[config.mk]
export PLATFORM = sky130hd
export DESIGN_NAME = mips_cpu_harvard
export DESIGN_NICKNAME = d
export VERILOG_FILES = /design/src/source/mips_pkg.sv /design/src/source/mips_fetch.sv /design/src/source/mips_decode.sv /design/src/source/mips_regfile.sv /design/src/source/mips_execute.sv /design/src/source/mips_memwb.sv /design/src/source/mips_cpu_harvard.sv
export SDC_FILE = /design/constraint.sdc
export NUM_CORES = 2
export LEC_CHECK = 0
export ABC_AREA = 1
export BUFFER_PORTS_ARGS = -buffer_cell sky130_fd_sc_hd__buf_2
export CORE_MARGIN = 5
export CORE_UTILIZATION = 45
export CTS_CLUSTER_DIAMETER = 200
export CTS_CLUSTER_SIZE = 28
export DETAILED_ROUTE_END_ITERATION = 6
export GPL_ROUTABILITY_DRIVEN = 1
export SYNTH_ARGS = -nofsm -noshare
export SYNTH_HDL_FRONTEND = slang
export SYNTH_HIERARCHICAL = 1
export SYNTH_SLANG_ARGS = --single-unit
[constraint.sdc]
create_clock -name clk -period 4.8 [get_ports clk]
set_input_delay 0.24 -clock clk [delete_from_list [all_inputs] [get_ports clk]]
set_output_delay 0.24 -clock clk [all_outputs]
set_load 0.01 [all_outputs]
[src/source/mips_pkg.sv]
package mips_pkg;

    localparam int word_w = 32;

    typedef logic [word_w-1:0] word_t;
    typedef logic [4:0] reg_idx_t;

    localparam word_t reset_vector = 32'hbfc00000;
    localparam reg_idx_t link_reg = 5'd31;
    localparam reg_idx_t v0_reg = 5'd2;

    // primary opcodes in bits 31:26
    typedef enum logic [5:0] {
        op_special = 6'b000000,
        op_j       = 6'b000010,
        op_jal     = 6'b000011,
        op_beq     = 6'b000100,
        op_bne     = 6'b000101,
        op_blez    = 6'b000110,
        op_bgtz    = 6'b000111,
        op_addiu   = 6'b001001,
        op_slti    = 6'b001010,
        op_sltiu   = 6'b001011,
        op_andi    = 6'b001100,
        op_ori     = 6'b001101,
        op_xori    = 6'b001110,
        op_lui     = 6'b001111,
        op_lw      = 6'b100011,
        op_sw      = 6'b101011
    } opcode_t;

    // SPECIAL function field in bits 5:0
    typedef enum logic [5:0] {
        fn_sll  = 6'b000000,
        fn_srl  = 6'b000010,
        fn_sra  = 6'b000011,
        fn_sllv = 6'b000100,
        fn_srlv = 6'b000110,
        fn_srav = 6'b000111,
        fn_jr   = 6'b001000,
        fn_jalr = 6'b001001,
        fn_addu = 6'b100001,
        fn_subu = 6'b100011,
        fn_and  = 6'b100100,
        fn_or   = 6'b100101,
        fn_xor  = 6'b100110,
        fn_slt  = 6'b101010,
        fn_sltu = 6'b101011
    } funct_t;

    typedef enum logic [3:0] {
        alu_add,
        alu_sub,
        alu_and,
        alu_or,
        alu_xor,
        alu_slt,
        alu_sltu,
        alu_sll,
        alu_srl,
        alu_sra,
        alu_lui,
        alu_link
    } alu_op_t;

    typedef enum logic [2:0] {
        br_none,
        br_eq,
        br_ne,
        br_gtz,
        br_lez,
        br_jimm,
        br_jreg
    } branch_t;

    typedef struct packed {
        reg_idx_t    rs;
        reg_idx_t    rt;
        reg_idx_t    dest;
        logic [4:0]  shamt;
        logic [15:0] imm;
        logic [25:0] jidx;
        alu_op_t     alu_op;
        branch_t     branch;
        logic        use_imm;
        logic        sign_ext;
        logic        var_shift;
        logic        reg_write;
        logic        link;
        logic        load;
        logic        store;
    } decoded_t;

    typedef struct packed {
        word_t    result;
        word_t    mem_addr;
        word_t    store_data;
        logic     branch_taken;
        word_t    branch_target;
        reg_idx_t dest;
        logic     reg_write;
        logic     load;
        logic     store;
    } exec_t;

endpackage

[src/source/mips_fetch.sv]
module mips_fetch (
    input  logic            clk,
    input  logic            reset,
    input  logic            clk_enable,
    input  logic            branch_taken,
    input  mips_pkg::word_t branch_target,
    output mips_pkg::word_t pc,
    output logic            run,
    output logic            active,
    output logic            retire
);
    import mips_pkg::*;

    logic  redirect_pending;
    word_t pending_target;
    logic  pc_zero;

    assign pc_zero = (pc == '0);
    assign retire = run & clk_enable & ~pc_zero;
    assign active = run;

    always_ff @(posedge clk) begin
        if (reset) begin
            pc <= reset_vector;
            run <= 1'b1;
            redirect_pending <= 1'b0;
        end else if (run && clk_enable) begin
            if (pc_zero) begin
                // the word at address zero never runs
                run <= 1'b0;
            end else begin
                // redirect from the branch before the delay slot lands now
                if (redirect_pending) begin
                    pc <= pending_target;
                end else begin
                    pc <= pc + 32'd4;
                end
                redirect_pending <= branch_taken;
            end
        end
    end

    // target is held for one retired instruction
    always_ff @(posedge clk) begin
        if (retire && branch_taken) begin
            pending_target <= branch_target;
        end
    end

endmodule

[src/source/mips_decode.sv]
module mips_decode (
    input  mips_pkg::word_t    instr,
    output mips_pkg::decoded_t dec
);
    import mips_pkg::*;

    opcode_t  opcode;
    funct_t   funct;
    reg_idx_t rd;

    assign opcode = opcode_t'(instr[31:26]);
    assign funct = funct_t'(instr[5:0]);
    assign rd = instr[15:11];

    always_comb begin
        // unlisted codes fall through as a no-op
        dec = '0;
        dec.rs = instr[25:21];
        dec.rt = instr[20:16];
        dec.dest = instr[20:16];
        dec.shamt = instr[10:6];
        dec.imm = instr[15:0];
        dec.jidx = instr[25:0];
        dec.alu_op = alu_add;
        dec.branch = br_none;

        case (opcode)
            op_special: begin
                dec.dest = rd;
                dec.reg_write = 1'b1;
                case (funct)
                    fn_addu: dec.alu_op = alu_add;
                    fn_subu: dec.alu_op = alu_sub;
                    fn_and:  dec.alu_op = alu_and;
                    fn_or:   dec.alu_op = alu_or;
                    fn_xor:  dec.alu_op = alu_xor;
                    fn_slt:  dec.alu_op = alu_slt;
                    fn_sltu: dec.alu_op = alu_sltu;
                    fn_sll:  dec.alu_op = alu_sll;
                    fn_srl:  dec.alu_op = alu_srl;
                    fn_sra:  dec.alu_op = alu_sra;
                    fn_sllv: begin
                        dec.alu_op = alu_sll;
                        dec.var_shift = 1'b1;
                    end
                    fn_srlv: begin
                        dec.alu_op = alu_srl;
                        dec.var_shift = 1'b1;
                    end
                    fn_srav: begin
                        dec.alu_op = alu_sra;
                        dec.var_shift = 1'b1;
                    end
                    fn_jr: begin
                        dec.branch = br_jreg;
                        dec.reg_write = 1'b0;
                    end
                    fn_jalr: begin
                        dec.branch = br_jreg;
                        dec.alu_op = alu_link;
                        dec.link = 1'b1;
                    end
                    default: dec.reg_write = 1'b0;
                endcase
            end
            op_j: dec.branch = br_jimm;
            op_jal: begin
                dec.branch = br_jimm;
                dec.alu_op = alu_link;
                dec.link = 1'b1;
                dec.dest = link_reg;
                dec.reg_write = 1'b1;
            end
            op_beq:  dec.branch = br_eq;
            op_bne:  dec.branch = br_ne;
            op_bgtz: dec.branch = br_gtz;
            op_blez: dec.branch = br_lez;
            op_addiu, op_slti, op_sltiu: begin
                dec.use_imm = 1'b1;
                dec.sign_ext = 1'b1;
                dec.reg_write = 1'b1;
                if (opcode == op_slti) begin
                    dec.alu_op = alu_slt;
                end else if (opcode == op_sltiu) begin
                    dec.alu_op = alu_sltu;
                end
            end
            op_andi, op_ori, op_xori: begin
                // logical immediates stay zero-extended
                dec.use_imm = 1'b1;
                dec.reg_write = 1'b1;
                if (opcode == op_andi) begin
                    dec.alu_op = alu_and;
                end else if (opcode == op_ori) begin
                    dec.alu_op = alu_or;
                end else begin
                    dec.alu_op = alu_xor;
                end
            end
            op_lui: begin
                dec.alu_op = alu_lui;
                dec.use_imm = 1'b1;
                dec.reg_write = 1'b1;
            end
            op_lw: begin
                dec.load = 1'b1;
                dec.reg_write = 1'b1;
            end
            op_sw: dec.store = 1'b1;
            default: ;
        endcase
    end

endmodule

[src/source/mips_regfile.sv]
module mips_regfile (
    input  logic               clk,
    input  logic               reset,
    input  logic               write_en,
    input  mips_pkg::reg_idx_t write_idx,
    input  mips_pkg::word_t    write_data,
    input  mips_pkg::reg_idx_t rs_idx,
    input  mips_pkg::reg_idx_t rt_idx,
    output mips_pkg::word_t    rs_data,
    output mips_pkg::word_t    rt_data,
    output mips_pkg::word_t    v0
);
    import mips_pkg::*;

    word_t regs [32];

    always_ff @(posedge clk) begin
        if (reset) begin
            for (int i = 0; i < 32; i++) begin
                regs[i] <= '0;
            end
        end else if (write_en && write_idx != '0) begin
            // r0 is hardwired
            regs[write_idx] <= write_data;
        end
    end

    always_comb begin
        if (rs_idx == '0) begin
            rs_data = '0;
        end else begin
            rs_data = regs[rs_idx];
        end
    end

    always_comb begin
        if (rt_idx == '0) begin
            rt_data = '0;
        end else begin
            rt_data = regs[rt_idx];
        end
    end

    assign v0 = regs[v0_reg];

endmodule

[src/source/mips_execute.sv]
module mips_execute (
    input  mips_pkg::decoded_t dec,
    input  mips_pkg::word_t    pc,
    input  mips_pkg::word_t    rs_data,
    input  mips_pkg::word_t    rt_data,
    output mips_pkg::exec_t    ex,
    output logic               branch_taken,
    output mips_pkg::word_t    branch_target
);
    import mips_pkg::*;

    word_t      imm_sext;
    word_t      imm_ext;
    word_t      link_addr;
    word_t      op_b;
    logic [4:0] shift_amt;
    word_t      alu_out;
    logic       taken;
    word_t      target;

    assign imm_sext = {{16{dec.imm[15]}}, dec.imm};
    assign imm_ext = dec.sign_ext ? imm_sext : {16'b0, dec.imm};

    // return address skips the delay slot
    assign link_addr = pc + 32'd8;

    always_comb begin
        if (dec.link) begin
            op_b = link_addr;
        end else if (dec.use_imm) begin
            op_b = imm_ext;
        end else begin
            op_b = rt_data;
        end
    end

    assign shift_amt = dec.var_shift ? rs_data[4:0] : dec.shamt;

    always_comb begin
        case (dec.alu_op)
            alu_add:  alu_out = rs_data + op_b;
            alu_sub:  alu_out = rs_data - op_b;
            alu_and:  alu_out = rs_data & op_b;
            alu_or:   alu_out = rs_data | op_b;
            alu_xor:  alu_out = rs_data ^ op_b;
            alu_slt:  alu_out = {31'b0, $signed(rs_data) < $signed(op_b)};
            alu_sltu: alu_out = {31'b0, rs_data < op_b};
            alu_sll:  alu_out = op_b << shift_amt;
            alu_srl:  alu_out = op_b >> shift_amt;
            alu_sra:  alu_out = $signed(op_b) >>> shift_amt;
            alu_lui:  alu_out = {op_b[15:0], 16'b0};
            alu_link: alu_out = op_b;
            default:  alu_out = '0;
        endcase
    end

    // branch condition
    always_comb begin
        case (dec.branch)
            br_eq:   taken = (rs_data == rt_data);
            br_ne:   taken = (rs_data != rt_data);
            br_gtz:  taken = ($signed(rs_data) > 0);
            br_lez:  taken = ($signed(rs_data) <= 0);
            br_jimm: taken = 1'b1;
            br_jreg: taken = 1'b1;
            default: taken = 1'b0;
        endcase
    end

    always_comb begin
        case (dec.branch)
            br_jimm: target = {pc[31:28], dec.jidx, 2'b00};
            br_jreg: target = rs_data;
            default: target = pc + 32'd4 + {imm_sext[29:0], 2'b00};
        endcase
    end

    assign branch_taken = taken;
    assign branch_target = target;

    always_comb begin
        ex.result = alu_out;
        // loads and stores always sign-extend the offset
        ex.mem_addr = rs_data + imm_sext;
        ex.store_data = rt_data;
        ex.branch_taken = taken;
        ex.branch_target = target;
        ex.dest = dec.dest;
        ex.reg_write = dec.reg_write;
        ex.load = dec.load;
        ex.store = dec.store;
    end

endmodule

[src/source/mips_memwb.sv]
module mips_memwb (
    input  mips_pkg::exec_t    ex,
    input  logic               retire,
    input  mips_pkg::word_t    data_readdata,
    output mips_pkg::word_t    data_address,
    output mips_pkg::word_t    data_writedata,
    output logic               data_write,
    output logic               data_read,
    output logic               write_en,
    output mips_pkg::reg_idx_t write_idx,
    output mips_pkg::word_t    write_data
);

    assign data_address = ex.mem_addr;
    assign data_writedata = ex.store_data;

    // strobes only on a retiring cycle
    assign data_write = retire & ex.store;
    assign data_read = retire & ex.load;

    assign write_en = retire & ex.reg_write;
    assign write_idx = ex.dest;

    always_comb begin
        if (ex.load) begin
            write_data = data_readdata;
        end else begin
            write_data = ex.result;
        end
    end

endmodule

[src/source/mips_cpu_harvard.sv]
module mips_cpu_harvard (
    input  logic        clk,
    input  logic        reset,
    output logic        active,
    output logic [31:0] register_v0,

    input  logic        clk_enable,

    output logic [31:0] instr_address,
    input  logic [31:0] instr_readdata,

    output logic [31:0] data_address,
    output logic        data_write,
    output logic        data_read,
    output logic [31:0] data_writedata,
    input  logic [31:0] data_readdata
);
    import mips_pkg::*;

    word_t    pc;
    logic     retire;
    logic     branch_taken;
    word_t    branch_target;
    decoded_t dec;
    word_t    rs_data;
    word_t    rt_data;
    exec_t    ex;
    logic     wb_en;
    reg_idx_t wb_idx;
    word_t    wb_data;

    assign instr_address = pc;

    mips_fetch i_mips_fetch (
        .clk           (clk),
        .reset         (reset),
        .clk_enable    (clk_enable),
        .branch_taken  (branch_taken),
        .branch_target (branch_target),
        .pc            (pc),
        .run           (),
        .active        (active),
        .retire        (retire)
    );

    mips_decode i_mips_decode (
        .instr (instr_readdata),
        .dec   (dec)
    );

    mips_regfile i_mips_regfile (
        .clk        (clk),
        .reset      (reset),
        .write_en   (wb_en),
        .write_idx  (wb_idx),
        .write_data (wb_data),
        .rs_idx     (dec.rs),
        .rt_idx     (dec.rt),
        .rs_data    (rs_data),
        .rt_data    (rt_data),
        .v0         (register_v0)
    );

    mips_execute i_mips_execute (
        .dec           (dec),
        .pc            (pc),
        .rs_data       (rs_data),
        .rt_data       (rt_data),
        .ex            (ex),
        .branch_taken  (branch_taken),
        .branch_target (branch_target)
    );

    mips_memwb i_mips_memwb (
        .ex             (ex),
        .retire         (retire),
        .data_readdata  (data_readdata),
        .data_address   (data_address),
        .data_writedata (data_writedata),
        .data_write     (data_write),
        .data_read      (data_read),
        .write_en       (wb_en),
        .write_idx      (wb_idx),
        .write_data     (wb_data)
    );

endmodule

==> results.toml <==
[outcome]
status = "finished with violations"
violations = "setup timing"

[die]
die_area_mm2 = 0.182
fp.dieH_um = 427
die_w_um = 427
initial_core_util_pct = 45.1
placementRows = 153
core_area_mm2 = 0.173
ioPinCount = 198

[setup_path]
path_max_fanout = 8
crit_path_max_incr_delay_ns = 0.43
crit_slowest_cell = "edfxtp_1"
regToRegSetupSlack_ns = -0.20
critical_path.startpoint_type = "flip-flop"
worstPathRequired_ns = 5.23
crit_type = "flip-flop to flip-flop"
endpoint_kind = "flip-flop"
reg2reg_depth = 29
path_common_cell = "nand2_1"
cp_data_arrival_time_ns = 5.43
regToRegStartpoint = "i_mips_regfile/regs[7][9]"
rr_endpoint = "i_mips_regfile/regs[15][12]"

[sta]
slew_viol_final = 0
setup_viol = 404
rsz0062_at_grt = "true"
finalHoldWorstSlack_ns = 0.0787
maxSlewHeadroom_pct = 22.2
min_period_ns = 5.00
setup_tns_ns = -33.42
fin_skew_ns = 0.0649
fmax_mhz = 200
final-hold-violation-count = 0
post-route-period-util_pct = 104
setup_ws_ns = -0.201
worstMarginPinSlew_ns = 1.16

[power_and_ir_drop]
ir_drop_v = 0.000315
clkPwrFrac_pct = 16.7
power_frac_comb_pct = 46.5
p_int_mw = 17.5
sw_frac_of_total_pct = 41.0
p_sw_mw = 12.1
power.leakage_nw = 43.1
seqPwrFrac_pct = 36.8
p_per_area_mw_per_mm2 = 308

[layout]
final_cell_mix = "2992 x nand2_1, 2016 x nor2_1, 1507 x buf_4"
drive_above_1_share_pct = 21.3
layout_commonest_cell = "nand2_1"
syn2layout_area_growth_pct = 23.4
fin_nets = 12400
post-route-util_pct = 55.6
final_cells = 14500

[routing]
drt-initial-drc-count = 12700
num_vias = 86900
avgRoutedWirePerCell_um = 28.0
drc = 0
viasPerCell = 5.99
antenna_left = 0
drtPass1Iterations = 7
totalWireLength_um = 406000

[hold_path]
min_from = "instr_readdata[1]"
min_to = "i_mips_fetch/pending_target[3]"
min_path_type = "input port to flip-flop"
worstHoldPathCells = 4

[yosys]
syn_inst = 11100
synth_area_mm2 = 0.0781
avgSynthCellArea_um2 = 7.05
ys_warn_count = 6

[cts]
cts-buffers-inserted = 45
cts.clk_slew.worst_paths_ns = 0.12
cts_root_buf = "clkbuf_16"
htreeDepth = 2
clock_latency_ns = 0.73
clk_path_buf_depth = 3
cts_tree = "yes"
cts_sinks = 1090

[global_routing]
grt_max_degree = 65
grt.overflow.total = 0
grt_pass1_wl_um = 561000
antenna_found_initial = 8
first_global_vias = 80100
grtUsageTotal_pct = 42.2

[placed_design]
post-place-cells = 14300
port-buffer-count = 197
gp_congestion = 1.07
post-dp-hpwl_um = 288000
pre_cts_ws_ns = -1.56

[flow_run]
cap_viol_max_count = 0
-- state kept, by name (all words and copies together), names as in the netlist --
name	flops
i_mips_regfile/regs	1024
i_mips_fetch/active	1
i_mips_fetch/pc	32
i_mips_fetch/redirect_pending	1
i_mips_fetch/pending_target	32
-- timing repair --
action                                 CTS  global route
gates cloned                            13            19
endpoints found under the hold margin   12             0
hold buffers                             2             0
resized for setup                      362           315
pin swaps                               85            62
setup buffers                           60            33
setup endpoints to repair              945          1006
-- worst max path at each step --
stage	cells after the start	startpoint	slack (ns)	to
after floorplan	30	instr_readdata[19]	0.23	i_mips_regfile/regs[10][25]
after global placement	37	instr_readdata[16]	-1.62	i_mips_regfile/regs[24][21]
after detailed placement	37	instr_readdata[16]	-1.56	i_mips_regfile/regs[30][21]
after CTS	34	i_mips_regfile/regs[3][0]	-0.02	i_mips_regfile/regs[9][0]
after global routing	38	i_mips_regfile/regs[1][11]	-0.24	i_mips_regfile/regs[13][0]
final	29	i_mips_regfile/regs[7][9]	-0.20	i_mips_regfile/regs[15][12]
-- critical path, delay by kind of cell, from the launching register on --
family,cells,cell delay (ns)
simple gates,16,2.21
fa+ha+maj,1,0.24
flops,1,0.43
compound gates,5,0.77
buf+inv,7,1.03
-- final cells by class --
class	count	area, µm²
Fill cell	16500	76900
Multi-Input combinational cell	8557	41100
Sequential cell	1090	32400
Timing Repair Buffer	1918	16600
Tap cell	2325	2910
Inverter	535	2120
Clock buffer	53	1160
Clock inverter	6	96.3
Antenna cell	10	25.0
-- power by group through the flow --
stage	Clock (mW)	Sequential [mW]	Combinational [mW]
floorplan	0	11.1	5.23
CTS	4.98	10.9	12.3
global placement	0	11.1	11.1
global route	5.29	11.0	14.2
finish	4.95	10.9	13.8
detailed placement	0	11.1	11.1
-- through the flow --
stage	cell area [µm²]	power [mW]
global placement	91200	22.2
detailed placement	91200	22.3
CTS	94500	28.1
finish	96400	29.7
floorplan	78200	16.3
global route	96400	30.4
-- routing by layer --
metal | GRT usage, % | vias to the layer above | share of wire, %
met1 | 52.8 | 40800 | 36
met5 | 0 | - | 0.011
li1 | - | 38500 | -
met3 | 9.76 | 1414 | 12
met4 | 29.6 | 6 | 9.5
met2 | 64.5 | 6157 | 43
No activity file was read; power rests on OpenSTA's default activity.
